## src/verilog/mips_pkg.sv

```systemverilog
package mips_pkg;

    // one machine word, used for instructions, addresses and data
    typedef logic [31:0] word_t;

    // index into the 32-entry register file
    typedef logic [4:0] reg_idx_t;

    // primary opcodes, bits 31:26 of the instruction word
    localparam logic [5:0] op_lw      = 6'b100011;
    localparam logic [5:0] op_sw      = 6'b101011;
    localparam logic [5:0] op_addiu   = 6'b001001;
    // r-type group, the operation sits in the funct field
    localparam logic [5:0] op_special = 6'b000000;

    // funct field, bits 5:0, of the r-type group
    localparam logic [5:0] funct_jr = 6'b001000;

    // decoded instruction class carried down the pipe
    // kind_nop also marks a bubble
    typedef enum logic [2:0] {
        kind_nop,
        kind_lw,
        kind_sw,
        kind_addiu,
        kind_jr
    } instr_kind_t;

endpackage
```

## src/verilog/execute_stage.sv

```systemverilog
`timescale 1ns/1ps

module execute_stage (
    input  logic                  clk,
    input  logic                  rst_n,
    input  logic                  dec_valid,
    input  mips_pkg::instr_kind_t dec_kind,
    input  mips_pkg::reg_idx_t    dec_dest,
    input  mips_pkg::word_t       dec_rs_value,
    input  mips_pkg::word_t       dec_rt_value,
    input  mips_pkg::word_t       dec_imm,
    output logic                  ex_valid,
    output mips_pkg::instr_kind_t ex_kind,
    output mips_pkg::reg_idx_t    ex_dest,
    output logic                  ex_pending,
    output mips_pkg::word_t       ex_result,
    output mips_pkg::word_t       ex_store_data,
    output logic                  jump,
    output mips_pkg::word_t       jump_target
);

    logic is_jr;

    assign is_jr = dec_valid && dec_kind == mips_pkg::kind_jr;

    // jr resolves here, fetch sees it while the jr sits in this stage
    assign jump        = is_jr;
    assign jump_target = dec_rs_value;

    always_ff @(posedge clk or negedge rst_n) begin
        if (!rst_n) begin
            ex_valid <= 1'b0;
            ex_kind  <= mips_pkg::kind_nop;
        end else if (dec_valid && !is_jr) begin
            ex_valid <= 1'b1;
            ex_kind  <= dec_kind;
        end else begin
            // jr has nothing left to do below, it leaves as a bubble
            ex_valid <= 1'b0;
            ex_kind  <= mips_pkg::kind_nop;
        end
    end

    // same adder gives the lw/sw address and the addiu sum
    always_ff @(posedge clk) begin
        ex_dest       <= dec_dest;
        ex_result     <= dec_rs_value + dec_imm;
        ex_store_data <= dec_rt_value;
    end

    // destination index is zero for sw and jr
    assign ex_pending = ex_valid && ex_dest != '0;

endmodule

```

## config.mk

```make
export PLATFORM = sky130hd
export DESIGN_NAME = execute_stage
export DESIGN_NICKNAME = d
export VERILOG_FILES = /design/src/verilog/mips_pkg.sv /design/src/verilog/execute_stage.sv
export SDC_FILE = /design/constraint.sdc
export NUM_CORES = 1
export LEC_CHECK = 0
export BUFFER_PORTS_ARGS = -buffer_cell sky130_fd_sc_hd__buf_2
export CORE_ASPECT_RATIO = 0.75
export CORE_MARGIN = 3
export CORE_UTILIZATION = 40
export CTS_CLUSTER_DIAMETER = 40
export DETAILED_ROUTE_END_ITERATION = 16
export GPL_TIMING_DRIVEN = 0
export HOLD_SLACK_MARGIN = 0.15
export PLACE_DENSITY = 0.84
export SLEW_MARGIN = 20
export SYNTH_ARGS = -nofsm -noshare
export SYNTH_HDL_FRONTEND = slang
export SYNTH_SLANG_ARGS = --single-unit
```

## constraint.sdc

```tcl
create_clock -name clk -period 1 [get_ports clk]
set_input_delay 0.15 -clock clk [delete_from_list [all_inputs] [get_ports clk]]
set_output_delay 0.15 -clock clk [all_outputs]
set_load 0.05 [all_outputs]
```

==> impl_metrics.csv <==
group,metric,value,unit
route,ant_nets,0,
run_status,violations,"negative setup slack",
setup_path,worstSetupPathType,"in -> reg",
cts,clockBufferDepth,2,
setup_path,cp_max_fo,4,
sta,slew_violations,0,
power,power_density,1740,nW/um^2
sta,worst_slew_pin_slew,0.576,ns
setup_path,start_kind,"input port",
job,cap_violations,0,
cts,clk_pin_slew_worst_paths,0.06,ns
placement,port-buffer-count,213,
global_route,grt_pass1_vias,4031,
cts,cts_num_sinks,73,
placement,dp_hpwl,8.57,mm
cells_and_area,post-route-util,79.7,%
cells_and_area,final_common_cell,"buf_2",
yosys,synth_seq_cells,73,
setup_path,end_kind,"register",
global_route,grt.total_usage,24.9,%
yosys,syn_area,3620,sq um
route,dr.pass1.iters,5,
cts,cts_tree,"built",
yosys,synth_nets,511,
global_route,grt_remaining_overflow,0,
run_status,status,"finished, violations left",
sta,post-route-period-util,196,%
cells_and_area,area_growth,90.3,%
setup_path,crit_start,"dec_rs_value[0]",
route,routed_wl,15.2,mm
sta,fin_crit,1.96,ns
power,leakagePower,0.00319,uW
yosys,synth_edf_count,0,
sta,post-route-worst-setup-slack,-0.958,ns
yosys,synthArstFlopShare,5.48,%
cells_and_area,nets,801,
hold_path,hold_path_depth,3,
yosys,synth.distinct_cells,54,
setup_path,cp_data_arrival_time,2.20,ns
sta,hold_viol_final,0,
floorplanning,die_area,10200,sq um
route,drt_iter0_markers,299,
sta,finalSetupTns,-20.48,ns
yosys,yosysWarnings,0,
global_route,antenna_found_initial,1,
sta,rsz0062_at_grt,"yes",
route,wl_per_cell,19.5,um
placement,place_inst,693,
yosys,seq_area_frac_synth,41.0,%
sta,slew-limit-headroom,61.4,%
setup_path,required,1.24,ns
route,viasPerCell,5.42,
global_route,grt_pass1_wl,20.2,mm
power,ir_drop,1.29,mV
floorplanning,die_h,88.4,um
sta,setup-violations-final,34,
route,routed-via-count,4208,
route,drc_errors,0,
cts,h-tree-depth,3,
hold_path,worstHoldPathType,"in -> reg",
floorplanning,design.core.area,8640,sq um
cts,numCtsBuffers,9,
hold_path,holdCritStartpoint,"dec_imm[30]",
cts,cts_root_buf,"clkbuf_16",
yosys,synth_flop_cell,"dfxtp_1",
floorplanning,rows,29,
placement,place.gp.congestion,0.984,
floorplanning,die_x,116,um
cells_and_area,final_cell_mix,"buf_2, buf_4, buf_6, dfxtp_1, dlygate4sd3_1",
floorplanning,initial_utilization,41.9,%
sta,fmax,511,MHz
sta,timing.hold.ws,0.167,ns
cells_and_area,stdcell_count,776,
yosys,avgSynthCellArea,9.72,sq um
floorplanning,pin_count,214,
global_route,grt_start_max_net_pins,16,
yosys,syn_inst,372,
cells_and_area,drive_above_1_share,59.5,%
==> cells in the mapped netlist (all sizes together) (2+ instances only) <==
cell	n	area, sq um
o211a	3	30.0
buf	33	245
a21oi	29	145
dfxtp	69	1380
or4	2	15.0
a221oi	3	32.5
nand2	18	67.6
xnor2	20	175
inv	6	22.5
and3	6	37.5
o211ai	5	37.5
and2	5	31.3
o31ai	2	25.0
a41oi	2	17.5
xor2	8	70.1
nor3	8	40.0
a31oi	8	50.1
a21boi	4	30.0
nor2b	2	12.5
o311ai	2	17.5
nand4	8	50.1
o21a	4	30.0
a21o	11	82.6
clkbuf	12	46.3
dfrtp	4	100
or2	2	12.5
ha	31	388
nand3	9	45.0
nor2	17	63.8
a211oi	4	35.0
o21bai	4	30.0
o21ai	15	75.1
==> final cells by class <==
class / instances / area, sq um
Antenna cell: 1 / 2.50
Buffer: 44 / 334
Clock buffer: 9 / 225
Clock inverter: 7 / 83.8
Fill cell: 478 / 1750
Inverter: 6 / 22.5
Multi-Input combinational cell: 248 / 2460
Sequential cell: 73 / 1510
Tap cell: 108 / 135
Timing Repair Buffer: 280 / 2120
==> report_power, final <==
part	total, uW	switching, uW	leakage (uW)	internal [uW]
clock	3410	1420	0.000149	1990
sequential	3480	170	0.000634	3310
combinational	5100	3100	0.00240	1990
total	12000	4690	0.00319	7290
==> worst paths after layout <==
check | endpoint
worst min-delay path | ex_result[30]
min in group asynchronous | ex_kind[2]
worst max-delay path | ex_result[26]
max in group asynchronous | ex_valid
==> stage by stage <==
step | power [uW] | cell area, sq um | worst slack [ns]
2_1_floorplan | 6360 | 3860 | -1.07
6_report | 12000 | 6890 | -0.958
3_3_place_gp | 7270 | 5060 | -1.37
3_5_place_dp | 7330 | 5060 | -1.41
5_1_grt | 12300 | 6890 | -0.997
4_1_cts | 11300 | 6360 | -0.908
==> cell families after synthesis <==
family | count (synthesis) | synth area share (%)
simple gates | 81 | 11.2
compound gates | 106 | 20.8
xor+xnor | 28 | 6.78
flops | 73 | 41.0
mux | 1 | 0.311
buf+inv | 51 | 8.68
fa+ha+maj | 32 | 11.3
==> sequential cells by signal, indices dropped and copies added, names as in the netlist <==
name	flops
ex_result	32
ex_store_data	32
ex_dest	5
ex_kind	3
ex_valid	1
==> repair_timing <==
item | in CTS | in global routing
resized for setup | 130 | 101
setup endpoints to repair | 101 | 71
hold buffers | 45 | 0
cloned | 0 | 0
buffers inserted | 13 | 12
pin swaps | 28 | 35
endpoints found under the hold margin | 46 | 0
==> worst max-delay path, stage by stage <==
cell and delay (ns):
buf_8 0.10, ha_4 0.16, fa_2 0.33, a21o_1 0.23
a221oi_4 0.39, buf_6 0.17, a211oi_2 0.07, or2_4 0.28
a41oi_2 0.16, xnor2_1 0.15
==> per-layer routing <==
metal / vias to the layer above / share of wire, % / track usage [%]
met5: - / 0 / 0
met4: 0 / 3.4 / 8.64
met3: 55 / 8.3 / 5.06
met2: 272 / 51 / 45.0
met1: 1978 / 38 / 29.6
li1: 1903 / - / -
No activity file was read; power rests on OpenSTA's default activity.
