===== src/verilog/mips_pkg.sv =====
package mips_pkg;

    // one machine word, used for instructions, addresses and data
    typedef logic [31:0] word_t;

    // index into the 32-entry register file
    typedef logic [4:0] reg_idx_t;

    // primary opcodes, bits 31:26 of the instruction word
    localparam logic [5:0] op_lw      = 6'b100011;
    localparam logic [5:0] op_sw      = 6'b101011;
    localparam logic [5:0] op_addiu   = 6'b001001;
    // r-type group, the operation sits in the funct field
    localparam logic [5:0] op_special = 6'b000000;

    // funct field, bits 5:0, of the r-type group
    localparam logic [5:0] funct_jr = 6'b001000;

    // decoded instruction class carried down the pipe
    // kind_nop also marks a bubble
    typedef enum logic [2:0] {
        kind_nop,
        kind_lw,
        kind_sw,
        kind_addiu,
        kind_jr
    } instr_kind_t;

endpackage

===== src/verilog/fetch_stage.sv =====
`timescale 1ns/1ps

module fetch_stage (
    input  logic            clk,
    input  logic            rst_n,
    input  logic            stall,
    input  logic            jump,
    input  mips_pkg::word_t jump_target,
    input  mips_pkg::word_t instr_readdata,
    input  logic            pipe_empty,
    output mips_pkg::word_t instr_address,
    output logic            fetch_valid,
    output mips_pkg::word_t fetch_instr,
    output logic            active
);

    mips_pkg::word_t pc;
    // set once the core jumps back to address 0
    logic            halted;

    assign instr_address = pc;

    always_ff @(posedge clk or negedge rst_n) begin
        if (!rst_n) begin
            pc          <= 32'd4;
            halted      <= 1'b0;
            fetch_valid <= 1'b0;
            active      <= 1'b0;
        end else begin
            // stays high until the halt has drained the pipe
            active <= !(halted && pipe_empty);
            if (jump) begin
                // redirect and drop the word fetched behind the jr
                pc          <= jump_target;
                halted      <= (jump_target == '0);
                fetch_valid <= 1'b0;
            end else if (!stall) begin
                fetch_valid <= !halted;
                if (!halted) begin
                    pc <= pc + 32'd4;
                end
            end
        end
    end

    // instruction word follows the valid level and holds during a stall
    always_ff @(posedge clk) begin
        if (!jump && !stall && !halted) begin
            fetch_instr <= instr_readdata;
        end
    end

    // the jr that halts the core is the last one to reach execute
    assert property (@(posedge clk) disable iff (!rst_n) jump |-> !halted)
    else $error("jump arrived after fetch halted");

endmodule


===== config.mk =====
export PLATFORM = sky130hd
export DESIGN_NAME = fetch_stage
export DESIGN_NICKNAME = d
export VERILOG_FILES = /design/src/verilog/mips_pkg.sv /design/src/verilog/fetch_stage.sv
export SDC_FILE = /design/constraint.sdc
export NUM_CORES = 1
export LEC_CHECK = 0
export BUFFER_PORTS_ARGS = -buffer_cell sky130_fd_sc_hd__buf_2
export CAP_MARGIN = 0
export CORE_AREA = 2 2 81 83
export CTS_CLUSTER_DIAMETER = 120
export CTS_CLUSTER_SIZE = 28
export DETAILED_ROUTE_END_ITERATION = 7
export DIE_AREA = 0 0 83 85
export PLACE_DENSITY = 0.84
export SYNTH_ARGS = -nofsm -noshare
export SYNTH_HDL_FRONTEND = slang
export SYNTH_SLANG_ARGS = --single-unit

===== constraint.sdc =====
create_clock -name clk -period 4.7 [get_ports clk]
set_input_delay 0.235 -clock clk [delete_from_list [all_inputs] [get_ports clk]]
set_output_delay 0.235 -clock clk [all_outputs]
set_load 0.02 [all_outputs]

==> run_results.csv <==
group,metric,value,unit
synthesis,synth_xor_xnor_area_share,3.23,%
synthesis,synth-compound-area-share,10.7,%
worst_setup_path,end_kind,"flop",
worst_setup_path,critPathLaunchType,"flop",
sta,layout_min_cycle_time,2.62,ns
sta,finalHoldViolCount,0,
synthesis,synth.avg_cell_area,11.8,um2
sta,fmax,0.382,GHz
sta,slew-limit-headroom,40.4,%
cells_and_area,fin_area,0.00388,mm2
synthesis,ys_ff_latch,67,
worst_setup_path,r2r_slack,2.08,ns
sta,fin_ws,2.08,ns
synthesis,yosys.cell_types.count,39,
clock_tree,clockBufferDepth,2,
clock_tree,clock_sinks,67,
routing,drc,0,
synthesis,synth_async_sr_flop_share,52.2,%
worst_hold_path,min_from,"pipe_empty",
synthesis,synth-edff-count,32,
global_route,grt_first_pass_wirelength,12.2,mm
outcome,status,"completed",
die,pin_count,135,
synthesis,synth_top_area_cell,"edfxtp_1",
worst_setup_path,ff2ff_path_depth,5,
sta,timing.hold.ws,0.0477,ns
clock_tree,cts.clk_slew.worst_paths,0.07,ns
clock_tree,h-tree-depth,3,
routing,viasPerCell,5.58,
placement,port_buffers,134,
synthesis,yosysMostFrequentCell,"dfrtp_1",
worst_setup_path,timing.rr.start,"instr_address[2]",
cells_and_area,final_layout_size_suffix_gt1_share,40.3,%
routing,dr.pass1.iters,4,
sta,skew,0.00736,ns
cells_and_area,fin_nets,457,
worst_setup_path,r2r_end,"instr_address[16]",
synthesis,synthAdderAreaFrac,0.419,%
global_route,grt.overflow.total,0,
clock_tree,numCtsBuffers,9,
sta,max_slew.worst_pin.slew,0.888,ns
placement,gp_congestion,0.836,
worst_setup_path,path_class,"reg -> reg",
placement,dp_hpwl,5.71,mm
die,num_rows,29,
clock_tree,cts_tree,"built",
die,initial_core_util,48.1,%
clock_tree,clock_latency,0.34,ns
routing,drt_iter0_markers,160,
cells_and_area,fillers,504,
sta,rsz0062_at_grt,"no",
sta,drv_slew,0,
die,die_w,83,um
synthesis,synth_mux_area_share,1.09,%
routing,vias,2616,
sta,setup_viol,0,
routing,routed_wl,7.74,mm
worst_setup_path,crit_arrival,2.85,ns
worst_hold_path,hold_end,"active",
sta,finalSetupTns,0,ns
placement,place_ws,2.09,ns
pwr,p_per_area,360,mW/mm2
clock_tree,clock-root-buffer,"clkbuf_8",
synthesis,syn_nets,322,
worst_setup_path,crit_path_max_fanout,17,
die,core,0.00620,mm2
die,die-area,0.00706,mm2
routing,routedWlPerCell,16.5,um
global_route,grt_max_degree,36,
pwr,leakage,1.62,nW
cells_and_area,area_growth,30.2,%
placement,place_area,0.00368,mm2
worst_hold_path,hold_depth,2,
synthesis,synthTopCellsByCount,"34 x dfrtp_1, 32 x edfxtp_1, 22 x nand2_1",
synthesis,synth.top_cell.area_share,32.2,%
worst_hold_path,hold_class,"in -> reg",
pwr,vdd_drop_max,208,uV
sta,period_share,55.7,%
job,cap_violations,0,
worst_setup_path,cp.required,4.93,ns
clock_tree,post_cts_resized,0,
cells_and_area,antenna_cells,0,
global_route,grt_pass1_vias,2448,
routing,antenna_left,0,
synthesis,synth_area,0.00298,mm2
synthesis,yosysWarnings,0,
die,die_y,85,um
cells_and_area,utilization,62.6,%
synthesis,synth-simple-area-share,19.9,%
synthesis,ys.flop_type,"dfrtp_1",
synthesis,ys_seq_area_share,61.6,%
synthesis,synth_top_family_by_area,"simple AND/OR/NAND/NOR gates",
synthesis,synthCells,252,
synthesis,synth.area.top_cells,"edfxtp_1 32%, dfrtp_1 29%, o31ai_1 3.8%",
global_route,grt_use_total,21.8,%
global_route,antenna_found_initial,0,
-- worst max-delay path, stage by stage, from the launching register on --
cell and delay [ns]:
dfstp_2 0.57, ha_1 0.19, or3b_4 0.42, or3_1 0.57
or4_1 0.57, a31oi_1 0.20
-- final cells by class --
class / instances / area (um2) / area share (%)
clock inverters: 5 / 52.6 / 1.35
well taps: 77 / 96.3 / 2.48
multi-input cells: 171 / 1060 / 27.3
repair buffers: 136 / 688 / 17.7
inverters: 2 / 7.51 / 0.193
flip-flops and latches: 67 / 1840 / 47.3
clock buffers: 11 / 141 / 3.64
-- per-stage QoR --
stage                     total power [mW]  instances
after CTS                             1.41        469
final                                 1.40        469
after global placement               0.932        452
after global routing                  1.46        469
after floorplan                      0.834        252
after detailed placement             0.940        452
-- cell families (layout without fill, tap and decap cells) --
| family | Yosys count | in the layout |
|---|---|---|
| and+or+nand+nor | 107 | 107 |
| AOI/OAI and AO/OA | 49 | 49 |
| adders and majority gates | 1 | 1 |
| buffers and inverters | 14 | 154 |
| DFF | 67 | 67 |
| muxes | 3 | 3 |
| xor gates and xnor gates | 11 | 11 |
-- state kept, by name, summed over array words and instances, names as in the netlist --
signal / flops
halted: 1
active: 1
instr_address: 32
fetch_valid: 1
fetch_instr: 32
-- repair_timing --
action	4_1_cts	5_1_grt
setup buffers	0	0
hold buffers	1	0
endpoints found under the hold margin	11	0
-- metal layers --
layer	vias to the layer above	GRT usage, %	share of wire, %
li1	1256	-	-
met1	1211	29.2	42
met2	142	35.0	49
met3	7	4.86	8.1
met4	0	8.49	1.1
met5	-	0	0
-- layout by cell type, fill, tap and decap left out, types with 2 or more instances in the layout --
cell type and n:
buf_2 134, dfrtp_1 34, edfxtp_1 32, nand2_1 22, nor2_1 21, a31oi_1 16
o31ai_1 15, or4_1 14, o21ai_0 13, nand4_1 12, nor4_1 12, clkbuf_8 10
nand3_1 9, xor2_1 7, and4_1 4, xnor2_1 4, clkinv_2 3, mux2_2 2
or3_1 2, and3_1 2, o31a_1 2
-- how the worst max path moves through the flow --
stage                      from                 to  slack, ns  depth (start not counted)
2_1_floorplan              jump     fetch_instr[0]       1.55                          2
4_1_cts        instr_address[2]  instr_address[28]       2.09                          5
6_report       instr_address[2]  instr_address[16]       2.08                          5
3_5_place_dp   instr_address[2]  instr_address[28]       2.09                          5
3_3_place_gp   instr_address[2]  instr_address[30]       2.22                          5
5_1_grt        instr_address[2]  instr_address[26]       2.00                          5
-- where the power goes --
part           internal [mW]  leakage [nW]  switching [mW]
combinational         0.0837         0.812           0.138
clock                  0.257        0.0991           0.212
sequential             0.664         0.705          0.0418
total                   1.00          1.62           0.392
No activity file was read; power rests on OpenSTA's default activity.
