[config.mk]
export PLATFORM = sky130hd
export DESIGN_NAME = decode_stage
export DESIGN_NICKNAME = d
export VERILOG_FILES = /design/src/verilog/mips_pkg.sv /design/src/verilog/decode_stage.sv
export SDC_FILE = /design/constraint.sdc
export NUM_CORES = 1
export LEC_CHECK = 0
export ABC_CLOCK_PERIOD_IN_PS = 6350
export BUFFER_PORTS_ARGS = -buffer_cell sky130_fd_sc_hd__buf_4
export CORE_MARGIN = 1
export CORE_UTILIZATION = 29
export CTS_CLUSTER_SIZE = 8
export DETAILED_ROUTE_END_ITERATION = 6
export GPL_ROUTABILITY_DRIVEN = 0
export SYNTH_ARGS = -nofsm -noshare
export SYNTH_HDL_FRONTEND = slang
export SYNTH_SLANG_ARGS = --single-unit
export TNS_END_PERCENT = 20
[constraint.sdc]
create_clock -name clk -period 6.35 [get_ports clk]
set_clock_uncertainty 0.15 [all_clocks]
set_input_delay 1.27 -clock clk [delete_from_list [all_inputs] [get_ports clk]]
set_output_delay 1.27 -clock clk [all_outputs]
set_load 0.03 [all_outputs]
[src/verilog/mips_pkg.sv]
package mips_pkg;

    // one machine word, used for instructions, addresses and data
    typedef logic [31:0] word_t;

    // index into the 32-entry register file
    typedef logic [4:0] reg_idx_t;

    // primary opcodes, bits 31:26 of the instruction word
    localparam logic [5:0] op_lw      = 6'b100011;
    localparam logic [5:0] op_sw      = 6'b101011;
    localparam logic [5:0] op_addiu   = 6'b001001;
    // r-type group, the operation sits in the funct field
    localparam logic [5:0] op_special = 6'b000000;

    // funct field, bits 5:0, of the r-type group
    localparam logic [5:0] funct_jr = 6'b001000;

    // decoded instruction class carried down the pipe
    // kind_nop also marks a bubble
    typedef enum logic [2:0] {
        kind_nop,
        kind_lw,
        kind_sw,
        kind_addiu,
        kind_jr
    } instr_kind_t;

endpackage
[src/verilog/decode_stage.sv]
`timescale 1ns/1ps

module decode_stage (
    input  logic                  clk,
    input  logic                  rst_n,
    input  logic                  fetch_valid,
    input  mips_pkg::word_t       fetch_instr,
    input  mips_pkg::reg_idx_t    ex_dest,
    input  logic                  ex_pending,
    input  mips_pkg::reg_idx_t    mem_dest,
    input  logic                  mem_pending,
    input  logic                  wb_enable,
    input  mips_pkg::reg_idx_t    wb_index,
    input  mips_pkg::word_t       wb_data,
    input  logic                  squash,
    output logic                  stall,
    output logic                  dec_valid,
    output mips_pkg::instr_kind_t dec_kind,
    output mips_pkg::reg_idx_t    dec_dest,
    output mips_pkg::word_t       dec_rs_value,
    output mips_pkg::word_t       dec_rt_value,
    output mips_pkg::word_t       dec_imm
);

    mips_pkg::word_t       regs [0:31];
    mips_pkg::reg_idx_t    rs_idx;
    mips_pkg::reg_idx_t    rt_idx;
    logic [5:0]            opcode;
    logic [5:0]            funct;
    mips_pkg::instr_kind_t kind;
    logic                  known_op;
    mips_pkg::reg_idx_t    dest;
    mips_pkg::word_t       rs_value;
    mips_pkg::word_t       rt_value;
    logic                  rt_used;
    logic                  dec_pending;
    logic                  rs_hazard;
    logic                  rt_hazard;

    // field split
    assign opcode = fetch_instr[31:26];
    assign rs_idx = fetch_instr[25:21];
    assign rt_idx = fetch_instr[20:16];
    assign funct  = fetch_instr[5:0];

    always_comb begin
        kind     = mips_pkg::kind_nop;
        known_op = 1'b1;
        case (opcode)
            mips_pkg::op_lw:    kind = mips_pkg::kind_lw;
            mips_pkg::op_sw:    kind = mips_pkg::kind_sw;
            mips_pkg::op_addiu: kind = mips_pkg::kind_addiu;
            // other r-type words, like the all-zero word, act as nop
            mips_pkg::op_special: begin
                if (funct == mips_pkg::funct_jr) begin
                    kind = mips_pkg::kind_jr;
                end
            end
            default: known_op = 1'b0;
        endcase
    end

    // only lw and addiu write, their target is rt
    assign dest = (kind == mips_pkg::kind_lw || kind == mips_pkg::kind_addiu) ? rt_idx : '0;
    // sw is the only reader of rt
    assign rt_used = (kind == mips_pkg::kind_sw);

    // r0 reads as zero, a write in this cycle shows through
    assign rs_value = (rs_idx == '0) ? '0 :
                      (wb_enable && wb_index == rs_idx) ? wb_data : regs[rs_idx];
    assign rt_value = (rt_idx == '0) ? '0 :
                      (wb_enable && wb_index == rt_idx) ? wb_data : regs[rt_idx];

    // scoreboard: destinations still in flight below decode
    assign dec_pending = dec_valid && dec_dest != '0;
    assign rs_hazard = (rs_idx != '0) &&
                       ((dec_pending && dec_dest == rs_idx) ||
                        (ex_pending && ex_dest == rs_idx) ||
                        (mem_pending && mem_dest == rs_idx));
    assign rt_hazard = rt_used && (rt_idx != '0) &&
                       ((dec_pending && dec_dest == rt_idx) ||
                        (ex_pending && ex_dest == rt_idx) ||
                        (mem_pending && mem_dest == rt_idx));
    // a squashed word never stalls
    assign stall = fetch_valid && !squash && (rs_hazard || rt_hazard);

    always_ff @(posedge clk) begin
        if (wb_enable) begin
            regs[wb_index] <= wb_data;
        end
    end

    always_ff @(posedge clk or negedge rst_n) begin
        if (!rst_n) begin
            dec_valid <= 1'b0;
            dec_kind  <= mips_pkg::kind_nop;
        end else if (fetch_valid && !squash && !stall) begin
            dec_valid <= 1'b1;
            dec_kind  <= kind;
        end else begin
            // bubble
            dec_valid <= 1'b0;
            dec_kind  <= mips_pkg::kind_nop;
        end
    end

    always_ff @(posedge clk) begin
        dec_dest     <= dest;
        dec_rs_value <= rs_value;
        dec_rt_value <= rt_value;
        dec_imm      <= {{16{fetch_instr[15]}}, fetch_instr[15:0]};
    end

    // every word fetch hands over for real must be one this core knows
    assert property (@(posedge clk) disable iff (!rst_n) fetch_valid && !squash |-> known_op)
    else $error("unknown opcode %b", opcode);

endmodule

==> impl_metrics.toml <==
[timing]
tns_ns = 0
fmax_mhz = 217
setup_viol = 0
post-route-period-util = 0.726
slew_viol_final = 0
worst_pin_slew_ns = 1.34
period_needed_ns = 4.61
rsz0062_at_grt = "false"
hold_violations = 0
maxSlewHeadroom = 0.106

[routing]
wl_mm = 165
drt_iter0_markers = 3655
dr.pass1.iters = 6
viasPerCell = 5.61
antenna_left = 0
drcViolationCount = 0
routed-via-count = 29300
wl_per_cell_um = 31.6

[logic_synthesis]
ys_async_sr_fraction = 0.00359
post_synth.cell_area_avg_um2 = 19.6
synth_flop_cell = "edfxtp_1"
synth-seq-cells = 1113
seq_area_frac_synth = 0.645
synth.cell_area_mm2 = 0.0504
synth_edf_count = 1024
ys_warn_count = 0
synth_nets = 2663
synthCells = 2577
yosysUniqueCellTypes = 52

[clocking]
cts_tree = "built"
cts_sinks = 1113
cts_hold_buf = 0
postCtsSetupBuffers = 0
clk_latency_ns = 0.78
cts_root_buf = "clkbuf_16"
htree_levels = 4
cts_buffers = 160
cts_resized = 0
cts_buffer_depth = 3
clk_pin_slew_ns = 0.05

[floorplanning]
fp.dieH_um = 419
rows = 152
initial_core_util = 0.293
pin_count = 192
core_area_mm2 = 0.172
die_w_um = 419
die-area_mm2 = 0.176

[cells_and_area]
final_common_cell = "edfxtp_1"
layout_common_cells = "edfxtp_1 (1024), mux4_2 (512), buf_4 (271), clkbuf_16 (164), a22oi_1 (99)"
nNetsFinal = 2893
drive_above_1_share = 0.364
stdcell_area_mm2 = 0.0593
area_delta_synth_final_pct = 17.5

[placement]
place_area_mm2 = 0.0547
io_buffers = 191
dp_hpwl_mm = 99.7

[power]
p_seq_frac = 0.466
power.density_mw_per_mm2 = 300
power_frac_comb = 0.088
p_sw_mw = 4.24
ir_drop_v = 0.000273
switching_share = 0.238
leakagePower_nw = 18.9
internal_power_mw = 13.6
clockPowerShare = 0.446

[global_route]
grt_pass1_wl_mm = 231
grt_overflow = 0
antenna_found_initial = 10
globalRouteTotalUtil = 0.187
met1_usage = 0.232
grt_pass1_vias = 29900
grt_max_degree = 88
use_met2 = 0.306
top_usage_layer = "met2"
grt_use_met3 = 0.0392

[worst_setup_path]
startpoint_type = "input port"
cp.arrival_ns = 3.19
crit_fanout = 27
endpoint_kind = "output port"
worstPathRequired_ns = 4.93
path_class = "input port to output port"

[outcome]
run_status = "finished, final reports clean"

[run]
drv_cap = 0

[min_path]
min_path_type = "input port to asynchronous set/reset pin"
==> area by class of cell <==
type                            instances  area, um^2
Timing Repair Buffer                  289        2360
Multi-Input combinational cell       1208       16700
Fill cell                           16000      113000
Sequential cell                      1113       32600
Clock buffer                          242        4400
Antenna cell                            7        17.5
Inverter                               35         131
Tap cell                             2310        2890
Clock inverter                         16         210
==> power by group through the flow <==
| stage | clock (mW) | sequential, mW | combinational (mW) |
|---|---|---|---|
| after floorplan | 0 | 8.47 | 0.851 |
| after global placement | 0 | 8.43 | 1.55 |
| after detailed placement | 0 | 8.43 | 1.57 |
| after CTS | 8.06 | 8.29 | 1.57 |
| after global routing | 8.36 | 8.28 | 1.64 |
| final | 7.94 | 8.28 | 1.57 |
==> cells in the mapped netlist (4+ instances only) <==
cell          n  area (um^2)
a2111oi_2     8          120
a22oi_1      99          743
dfrtp_1       4          100
a22o_1       14          123
o221a_1      11          124
a32oi_1      41          359
nor3_1       28          140
nand2_1      87          327
xnor2_1      28          245
mux2i_1      98          981
inv_1        24         90.1
nand3b_1      6         45.0
nand4_1       5         31.3
nand3_1      23          115
xor2_1       13          114
o21ai_0      25          125
nor4_1        5         31.3
o22ai_1      14         87.6
o21ai_1      43          215
buf_1         8         30.0
mux4_2      512        11500
edfxtp_1   1024        30700
nor2_1       54          203
buf_4        37          278
o211ai_1      4         30.0
a2111oi_0     5         43.8
clkbuf_1     88          330
and2_1        9         56.3
or3b_2        4         35.0
dfxtp_1      85         1700
a21oi_1      10         50.1
buf_6        29          327
nor2b_1       9         56.3
buf_2        53          265
mux2_2       16          180
buf_8         4         60.1
a221oi_1     14          123
clkinv_1     11         41.3
==> layer usage <==
metal | up-vias | share of wire
li1 | 11500 | -
met1 | 15700 | 0.37
met2 | 1685 | 0.49
met3 | 372 | 0.084
met4 | 4 | 0.053
met5 | - | 0.00016
==> registers in the layout, indices dropped and copies added (netlist names) <==
name	count
dec_dest	5
dec_imm	16
dec_kind	3
dec_rs_value	32
dec_rt_value	32
dec_valid	1
regs	1024
==> final timing paths <==
kind,to,slack [ns],startpoint,depth (start not counted)
max,stall,1.74,fetch_instr[25],8
min,dec_kind[0]$_DFF_PN0_,0.14,rst_n,1
max reg2reg,dec_rs_value[2]$_SDFF_PN0_,4.25,regs[16][2]$_DFFE_PP_,5
min reg2reg,dec_rs_value[10]$_SDFF_PN0_,0.66,regs[15][10]$_DFFE_PP_,3
max in group asynchronous,dec_kind[2]$_DFF_PN0_,5.80,rst_n,1
min in group clk,dec_imm[6]$_DFF_P_,0.44,fetch_instr[6],1
==> cells by family (layout without fill, tap and decap cells) <==
| logic type | after synthesis | count (layout) | synth area share |
|---|---|---|---|
| flops | 1113 | 1113 | 0.645 |
| mux | 626 | 626 | 0.252 |
| compound gates | 298 | 298 | 0.0444 |
| buf+inv | 256 | 582 | 0.0290 |
| simple gates | 243 | 243 | 0.0225 |
| xor+xnor | 41 | 41 | 0.00712 |
| other cells | 0 | 7 | 0 |
==> per-stage QoR <==
stage / util / setup slack [ns] / cells / total power [mW] / hold WS (ns)
2_1_floorplan: - / 1.84 / 2577 / 9.32 / 0.601
3_3_place_gp: 0.318 / 1.68 / 4955 / 9.98 / 0.647
3_5_place_dp: 0.318 / 1.70 / 4955 / 9.99 / 0.656
4_1_cts: 0.344 / 1.70 / 5213 / 17.9 / 0.0879
5_1_grt: 0.344 / 1.63 / 5217 / 18.3 / 0.115
6_report: 0.344 / 1.74 / 5220 / 17.8 / 0.143
==> worst max-delay path, cell delays in order <==
cell	delay, ns
buf_4	0.30
nor2_1	0.16
buf_4	0.26
nand2_1	0.19
or3_2	0.54
o21ai_0	0.14
a21boi_0	0.13
buf_4	0.18
Note: power is estimated with default switching activity, not from simulation.
