==> src/verilog/mips_pkg.sv <==
package mips_pkg;

    // one machine word, used for instructions, addresses and data
    typedef logic [31:0] word_t;

    // index into the 32-entry register file
    typedef logic [4:0] reg_idx_t;

    // primary opcodes, bits 31:26 of the instruction word
    localparam logic [5:0] op_lw      = 6'b100011;
    localparam logic [5:0] op_sw      = 6'b101011;
    localparam logic [5:0] op_addiu   = 6'b001001;
    // r-type group, the operation sits in the funct field
    localparam logic [5:0] op_special = 6'b000000;

    // funct field, bits 5:0, of the r-type group
    localparam logic [5:0] funct_jr = 6'b001000;

    // decoded instruction class carried down the pipe
    // kind_nop also marks a bubble
    typedef enum logic [2:0] {
        kind_nop,
        kind_lw,
        kind_sw,
        kind_addiu,
        kind_jr
    } instr_kind_t;

endpackage
==> src/verilog/memory_writeback_stage.sv <==
`timescale 1ns/1ps

module memory_writeback_stage (
    input  logic                  clk,
    input  logic                  rst_n,
    input  logic                  ex_valid,
    input  mips_pkg::instr_kind_t ex_kind,
    input  mips_pkg::reg_idx_t    ex_dest,
    input  mips_pkg::word_t       ex_result,
    input  mips_pkg::word_t       ex_store_data,
    input  mips_pkg::word_t       data_readdata,
    output mips_pkg::reg_idx_t    mem_dest,
    output logic                  mem_pending,
    output mips_pkg::word_t       data_address,
    output logic                  data_read,
    output logic                  data_write,
    output mips_pkg::word_t       data_writedata,
    output logic                  wb_enable,
    output mips_pkg::reg_idx_t    wb_index,
    output mips_pkg::word_t       wb_data,
    output logic                  pipe_empty
);

    logic                  mem_valid;
    mips_pkg::instr_kind_t mem_kind;
    mips_pkg::word_t       mem_result;
    mips_pkg::word_t       mem_store_data;
    logic                  is_lw;
    logic                  is_sw;
    logic                  is_addiu;

    always_ff @(posedge clk or negedge rst_n) begin
        if (!rst_n) begin
            mem_valid <= 1'b0;
            mem_kind  <= mips_pkg::kind_nop;
        end else begin
            mem_valid <= ex_valid;
            mem_kind  <= ex_valid ? ex_kind : mips_pkg::kind_nop;
        end
    end

    always_ff @(posedge clk) begin
        mem_dest       <= ex_dest;
        mem_result     <= ex_result;
        mem_store_data <= ex_store_data;
    end

    assign is_lw    = mem_valid && mem_kind == mips_pkg::kind_lw;
    assign is_sw    = mem_valid && mem_kind == mips_pkg::kind_sw;
    assign is_addiu = mem_valid && mem_kind == mips_pkg::kind_addiu;

    // each instruction spends one cycle here so the strobes last one cycle
    assign data_read      = is_lw;
    assign data_write     = is_sw;
    assign data_address   = mem_result;
    assign data_writedata = mem_store_data;

    // memory answers in the same cycle so load data goes straight to the regfile
    assign wb_enable = (is_lw || is_addiu) && mem_dest != '0;
    assign wb_index  = mem_dest;
    assign wb_data   = is_lw ? data_readdata : mem_result;

    // scoreboard entry for decode
    assign mem_pending = wb_enable;

    // nothing left below decode that could still write or touch memory
    assign pipe_empty = !mem_valid && !ex_valid;

    // the data bus has no byte enables so every access is a whole word
    assert property (@(posedge clk) disable iff (!rst_n)
                     (data_read || data_write) |-> data_address[1:0] == 2'b00)
    else $error("misaligned data access at %h", data_address);

endmodule

==> config.mk <==
export PLATFORM = sky130hd
export DESIGN_NAME = memory_writeback_stage
export DESIGN_NICKNAME = d
export VERILOG_FILES = /design/src/verilog/mips_pkg.sv /design/src/verilog/memory_writeback_stage.sv
export SDC_FILE = /design/constraint.sdc
export NUM_CORES = 1
export LEC_CHECK = 0
export ABC_AREA = 1
export BUFFER_PORTS_ARGS = -buffer_cell sky130_fd_sc_hd__buf_2
export CAP_MARGIN = 40
export CORE_MARGIN = 2
export CORE_UTILIZATION = 31
export DETAILED_ROUTE_END_ITERATION = 10
export PLACE_DENSITY_LB_ADDON = 0.12
export SKIP_LAST_GASP = 1
export SLEW_MARGIN = 20
export SYNTH_ARGS = -nofsm -noshare
export SYNTH_HDL_FRONTEND = slang
export SYNTH_SLANG_ARGS = --single-unit
==> constraint.sdc <==
create_clock -name clk -period 0.86 [get_ports clk]
set_input_delay 0.043 -clock clk [delete_from_list [all_inputs] [get_ports clk]]
set_output_delay 0.043 -clock clk [all_outputs]
set_load 0.05 [all_outputs]
==> summary.md, run 1 <==
| Metric | Value |
|---|---|
| Global route overflow | roughly 240 |
| Largest net degree at the start of global routing | 21 |
| Synth Area in Compound Gates | 0 |
| Synth Warn # | 0 |
| Post-Synth Adder-Cell Area | 0 |
| CTS buffer count | 9 |
| Gpl congestion | 0.724 |
| Antenna violations before repair | 2 |
| HPWL after DPL | approximately 5400 um |
| H-tree levels | 3 |
| Root Driver | clkbuf_8 |
| Xor/xnor share of the synthesized area | 0 |
| Avg Inst Size Synth | a little over 10 um2 |
| Tool Error | [ERROR GRT-0232] Routing congestion too high. Check the congestion heatmap in the GUI. |
| Syn Inst Count | ~210 |
| WEP type | primary output |
| Largest family of logic cells by synthesized area | simple AND/OR/NAND/NOR gates |
| Port Buffers | between 200 and 250 |
| Outcome | stopped before the end |
| Clock Sinks | 73 |
| Post-synth design cell area | between 2000 and 2500 um2 |
| Top Ports | 218 |
| Post-Syn Nets | between 300 and 400 |
| Register area share after synthesis | 0.701 |
| Yosys cell types | 12 |
| All-Layer GR Usage | 0.857 |
| Bufs on Longest Clock Path | 2 |
| Yosys reg bits | between 70 and 80 |
| Simple-Gate Fraction of Synth Area | 0.227 |
| Die Span X | around 87 um |
| Initial Util | 0.316 |
| Die height | 86.5 um |
| Mux contribution to synthesized area | 0 |
| Grt repair worst endpoint | wb_data[7] |
| Stopped at | global routing (5_1_grt) |
| Row cnt | 30 |
## kinds of logic after synthesis
family / count (synthesis)
and+or+nand+nor: 111
DFF: 73
buffers and inverters: 24
## synth_stat cells, drive strengths merged
cell type,instances,share of area
buf,15,0.055
dfrtp,4,0.047
dfxtp,69,0.65
inv,9,0.016
nand2,71,0.13
nand3,33,0.078
nor2,7,0.020
## per-stage QoR
stage	setup slack, ns	instances	hold WS [ns]	utilization	area, um2
after detailed placement	-0.475	507	-0.146	0.593	3970
after floorplan	-0.355	208	-0.253	-	2730
after global placement	-0.456	507	-0.150	0.593	3970
after CTS	-0.805	603	0.0134	0.913	6100
## routing by layer
layer / overflow / global-route usage
met2: 152 / 1.06
met3: 0 / 0.651
met4: 83 / 0.970
met5: 0 / 0.0420
met1: 0 / 0.832
## what timing repair did
| item | 4_1_cts |
|---|---|
| pin swaps | 6 |
| hold endpoints to repair | 77 |
| setup buffers | 4 |
| setup endpoints to repair | 111 |
| resized for setup | 372 |
| hold buffers | 74 |
| gates cloned | 2 |
==> run 2, diff against run 1 <==
--- a/config.mk
+++ b/config.mk
@@ -8,10 +8,10 @@
 export ABC_AREA = 1
 export BUFFER_PORTS_ARGS = -buffer_cell sky130_fd_sc_hd__buf_2
 export CAP_MARGIN = 40
-export CORE_MARGIN = 2
-export CORE_UTILIZATION = 31
+export CORE_AREA = 2 2 85 87
 export DETAILED_ROUTE_END_ITERATION = 10
-export PLACE_DENSITY_LB_ADDON = 0.12
+export DIE_AREA = 0 0 87 89
+export PLACE_DENSITY_LB_ADDON = 0.15
 export SKIP_LAST_GASP = 1
 export SLEW_MARGIN = 20
 export SYNTH_ARGS = -nofsm -noshare
==> constraint.sdc (replaced) <==
create_clock -name clk -period 1.1 [get_ports clk]
set_input_delay 0.055 -clock clk [delete_from_list [all_inputs] [get_ports clk]]
set_output_delay 0.055 -clock clk [all_outputs]
set_load 0.05 [all_outputs]
==> run 2 against run 1 <==
The flow now finishes, with violations (setup timing). Synthesized area is the same. Synthesized cell count is the same.
==> summary.md, run 2 <==
| Metric | Value |
|---|---|
| Row cnt | 30 (unchanged) |
| Core area | 6720 um2 |
| Bufs on Longest Clock Path | 2 (unchanged) |
| Yosys reg bits | 73 (unchanged) |
| Top Ports | 218 (unchanged) |
| Max Freq | approximately 620 MHz |
| Via count | approximately 2,600 |
| DP Worst Slack | -0.325 ns (was -0.475 ns) |
| WP data arrival | 1.56 ns |
| Fin crit period | between 1.5 and 2 ns |
| Critical path buffers and inverters | 3 |
| Slowest-stage cell, CP | dfrtp_1 |
| Setup crit end kind | output port |
| Post-synth ARST share | 0.0548 (unchanged) |
| First drt pass iteration count | 4 |
| Hold Slack | approximately 0.042 ns |
| Post-synth EDFFs | 0 (unchanged) |
| H-tree levels | 3 (unchanged) |
| Power Total | about 6.9 mW |
| Most frequent cells in the layout | buf_2, dlygate4sd3_1, dfxtp_1, nand2_2, nand2_4 |
| Prevailing post-synth register cell | dfxtp_1 (unchanged) |
| CP Launch Type | register |
| Leak pwr | 2.52 nW |
| P per Cell Area | 1320 nW/um2 |
| All-Layer GR Usage | 0.200 |
| Gpl congestion | 0.738 (was 0.724) |
| DR DRC count | 0 |
| Max-slew headroom | 0.816 |
| Clock-pin slew on the worst setup and hold paths | 0.08 ns |
| Synth Warn # | 0 (unchanged) |
| Post-synth top cells | nand2_1, dfxtp_1, nand3_1, buf_4, inv_1 (unchanged) |
| Total negative slack | -16.73 ns |
| DR iter-0 viols | 29 |
| Largest net degree at the start of global routing | 24 |
| Outcome | complete, but fails checks (was stopped before the end) |
| Synth area leaders | dfxtp_1, nand2_1, nand3_1 (unchanged) |
| CTS buffer count | 9 (unchanged) |
| Global route overflow | 0 |
| Port Buffers | 217 (unchanged) |
| Peak VDD IR | a little under 1 mV |
| Final setup margin | -0.515 ns |
| First-pass GRT wire length | 11,800 um |
| Root Driver | clkbuf_8 (unchanged) |
| CTS tree | built |
| Logic pwr share | 0.307 |
| Register area share after synthesis | 0.701 (unchanged) |
| Crit-path cells | nor2_4 > buf_12 > nand2_8 > clkbuf_16 > nand2_2 > nand2_4 > buf_6 |
| HP Class | in -> async |
| Post-synth design cell area | 2110 um2 (unchanged) |
| Setup Viol. Count Final | 37 |
| Area leader, netlist | dfxtp_1 (unchanged) |
| Die area | 7740 um2 |
| Clock Sinks | 73 (unchanged) |
| Die Span X | 87 um (was 86.5 um) |
| Antenna violations before repair | 0 |
| Yosys cell types | 12 (unchanged) |
| Worst Path Max Fanout | 6 |
| Seq pwr share | 0.417 |
| DRT antenna net count | 0 |
| Sw frac | 0.347 |
| WL final | 9250 um |
| Diode count | 0 |
| Vias in the first global route | roughly 2,700 |
| Maxcap violations | 0 |
| DR WL/cell | between 15 and 20 um |
| CP max stage delay | ~0.4 ns |
| Int Pwr | 4.47 mW |
| Crit-path leading delay family | buffers and inverters |
| Area grow syn2layout | 145% |
| Violated checks | setup timing |
| CP Class | reg -> out |
| Via-to-Cell Ratio | 4.35 |
| Slew Limit Fails | 0 |
| Required time worst endpoint | 1.04 ns |
| Post-Syn Nets | 315 (unchanged) |
| Initial Util | 0.314 (was 0.316) |
| Die height | 89 um (was 86.5 um) |
| Clk pwr share | 0.276 |
| Final worst path period share | 1.47 |
| Final hold vios | 0 |
| RSZ-0062 raised after global routing | yes |
| Layout Nets | 624 |
| Layout cell share with drive strength beyond 1 | 0.692 |
| HPWL after DPL | 5510 um (was 5360 um) |
| Yosys top cell area share | 0.654 (unchanged) |
| Switching power of the nets | between 2 and 2.5 mW |
| Most common cell after layout, fill and taps aside | buf_2 |
| Syn Inst Count | 208 (unchanged) |
| Avg Inst Size Synth | 10.2 um2 (unchanged) |
| Count leader, synth | nand2_1 (unchanged) |
| Slew @ Worst Pin | approximately 0.28 ns |
run 2: final timing paths:
check | cells after the start | endpoint | slack [ns] | start
max in group asynchronous | 2 | mem_kind[2] | 0.93 | rst_n
setup / recovery | 7 | wb_data[17] | -0.51 | mem_kind[1]
hold / removal | 2 | mem_valid | 0.04 | rst_n
min in group clk | 2 | data_writedata[27] | 0.35 | ex_store_data[27]
run 2: power by group through the flow:
| stage | combinational [mW] | sequential (mW) | clock (mW) |
|---|---|---|---|
| CTS | 1.88 | 2.85 | 1.95 |
| global placement | 1.55 | 2.90 | 0 |
| floorplan | 0.627 | 3.38 | 0 |
| detailed placement | 1.56 | 2.90 | 0 |
| global route | 2.19 | 2.87 | 2.07 |
| finish | 2.11 | 2.86 | 1.89 |
run 2: cell type report:
| type | count | area, um2 |
|---|---|---|
| inverters | 9 | 41.3 |
| flip-flops and latches | 73 | 1500 |
| repair buffers | 313 | 2400 |
| multi-input cells | 111 | 967 |
| fillers | 443 | 1530 |
| well taps | 80 | 100 |
| clock inverters | 5 | 37.5 |
| clock buffers | 11 | 141 |
run 2: repair_timing:
action	CTS	global route
pin swaps	3	5
hold buffers	74	0
gates resized for setup	70	95
hold endpoints to repair	77	0
cloned	0	3
buffers inserted	5	4
setup endpoints to repair	37	37
run 2: metrics by stage:
step / cells / instance area [um2] / utilization
final: 602 / 5180 / 0.772
after global routing: 602 / 5180 / 0.772
after CTS: 596 / 4710 / 0.701
after detailed placement: 501 / 3550 / 0.528
after global placement: 501 / 3550 / 0.528
after floorplan: 208 / 2380 / -
run 2: cell families (layout without fill, tap and decap cells):
group / count (synthesis) / count (layout) / share of synthesized area
and+or+nand+nor: 111 / 111 / 0.227
DFF: 73 / 73 / 0.701
buffers and inverters: 24 / 338 / 0.0711
run 2: metal layers:
metal	up-vias	track usage	wire length, um
met5	-	0	0
met4	0	0.0795	120
met3	12	0.0702	845
met2	141	0.391	5050
met1	1207	0.190	3240
li1	1259	-	-
(Power assumes the default switching activity.)
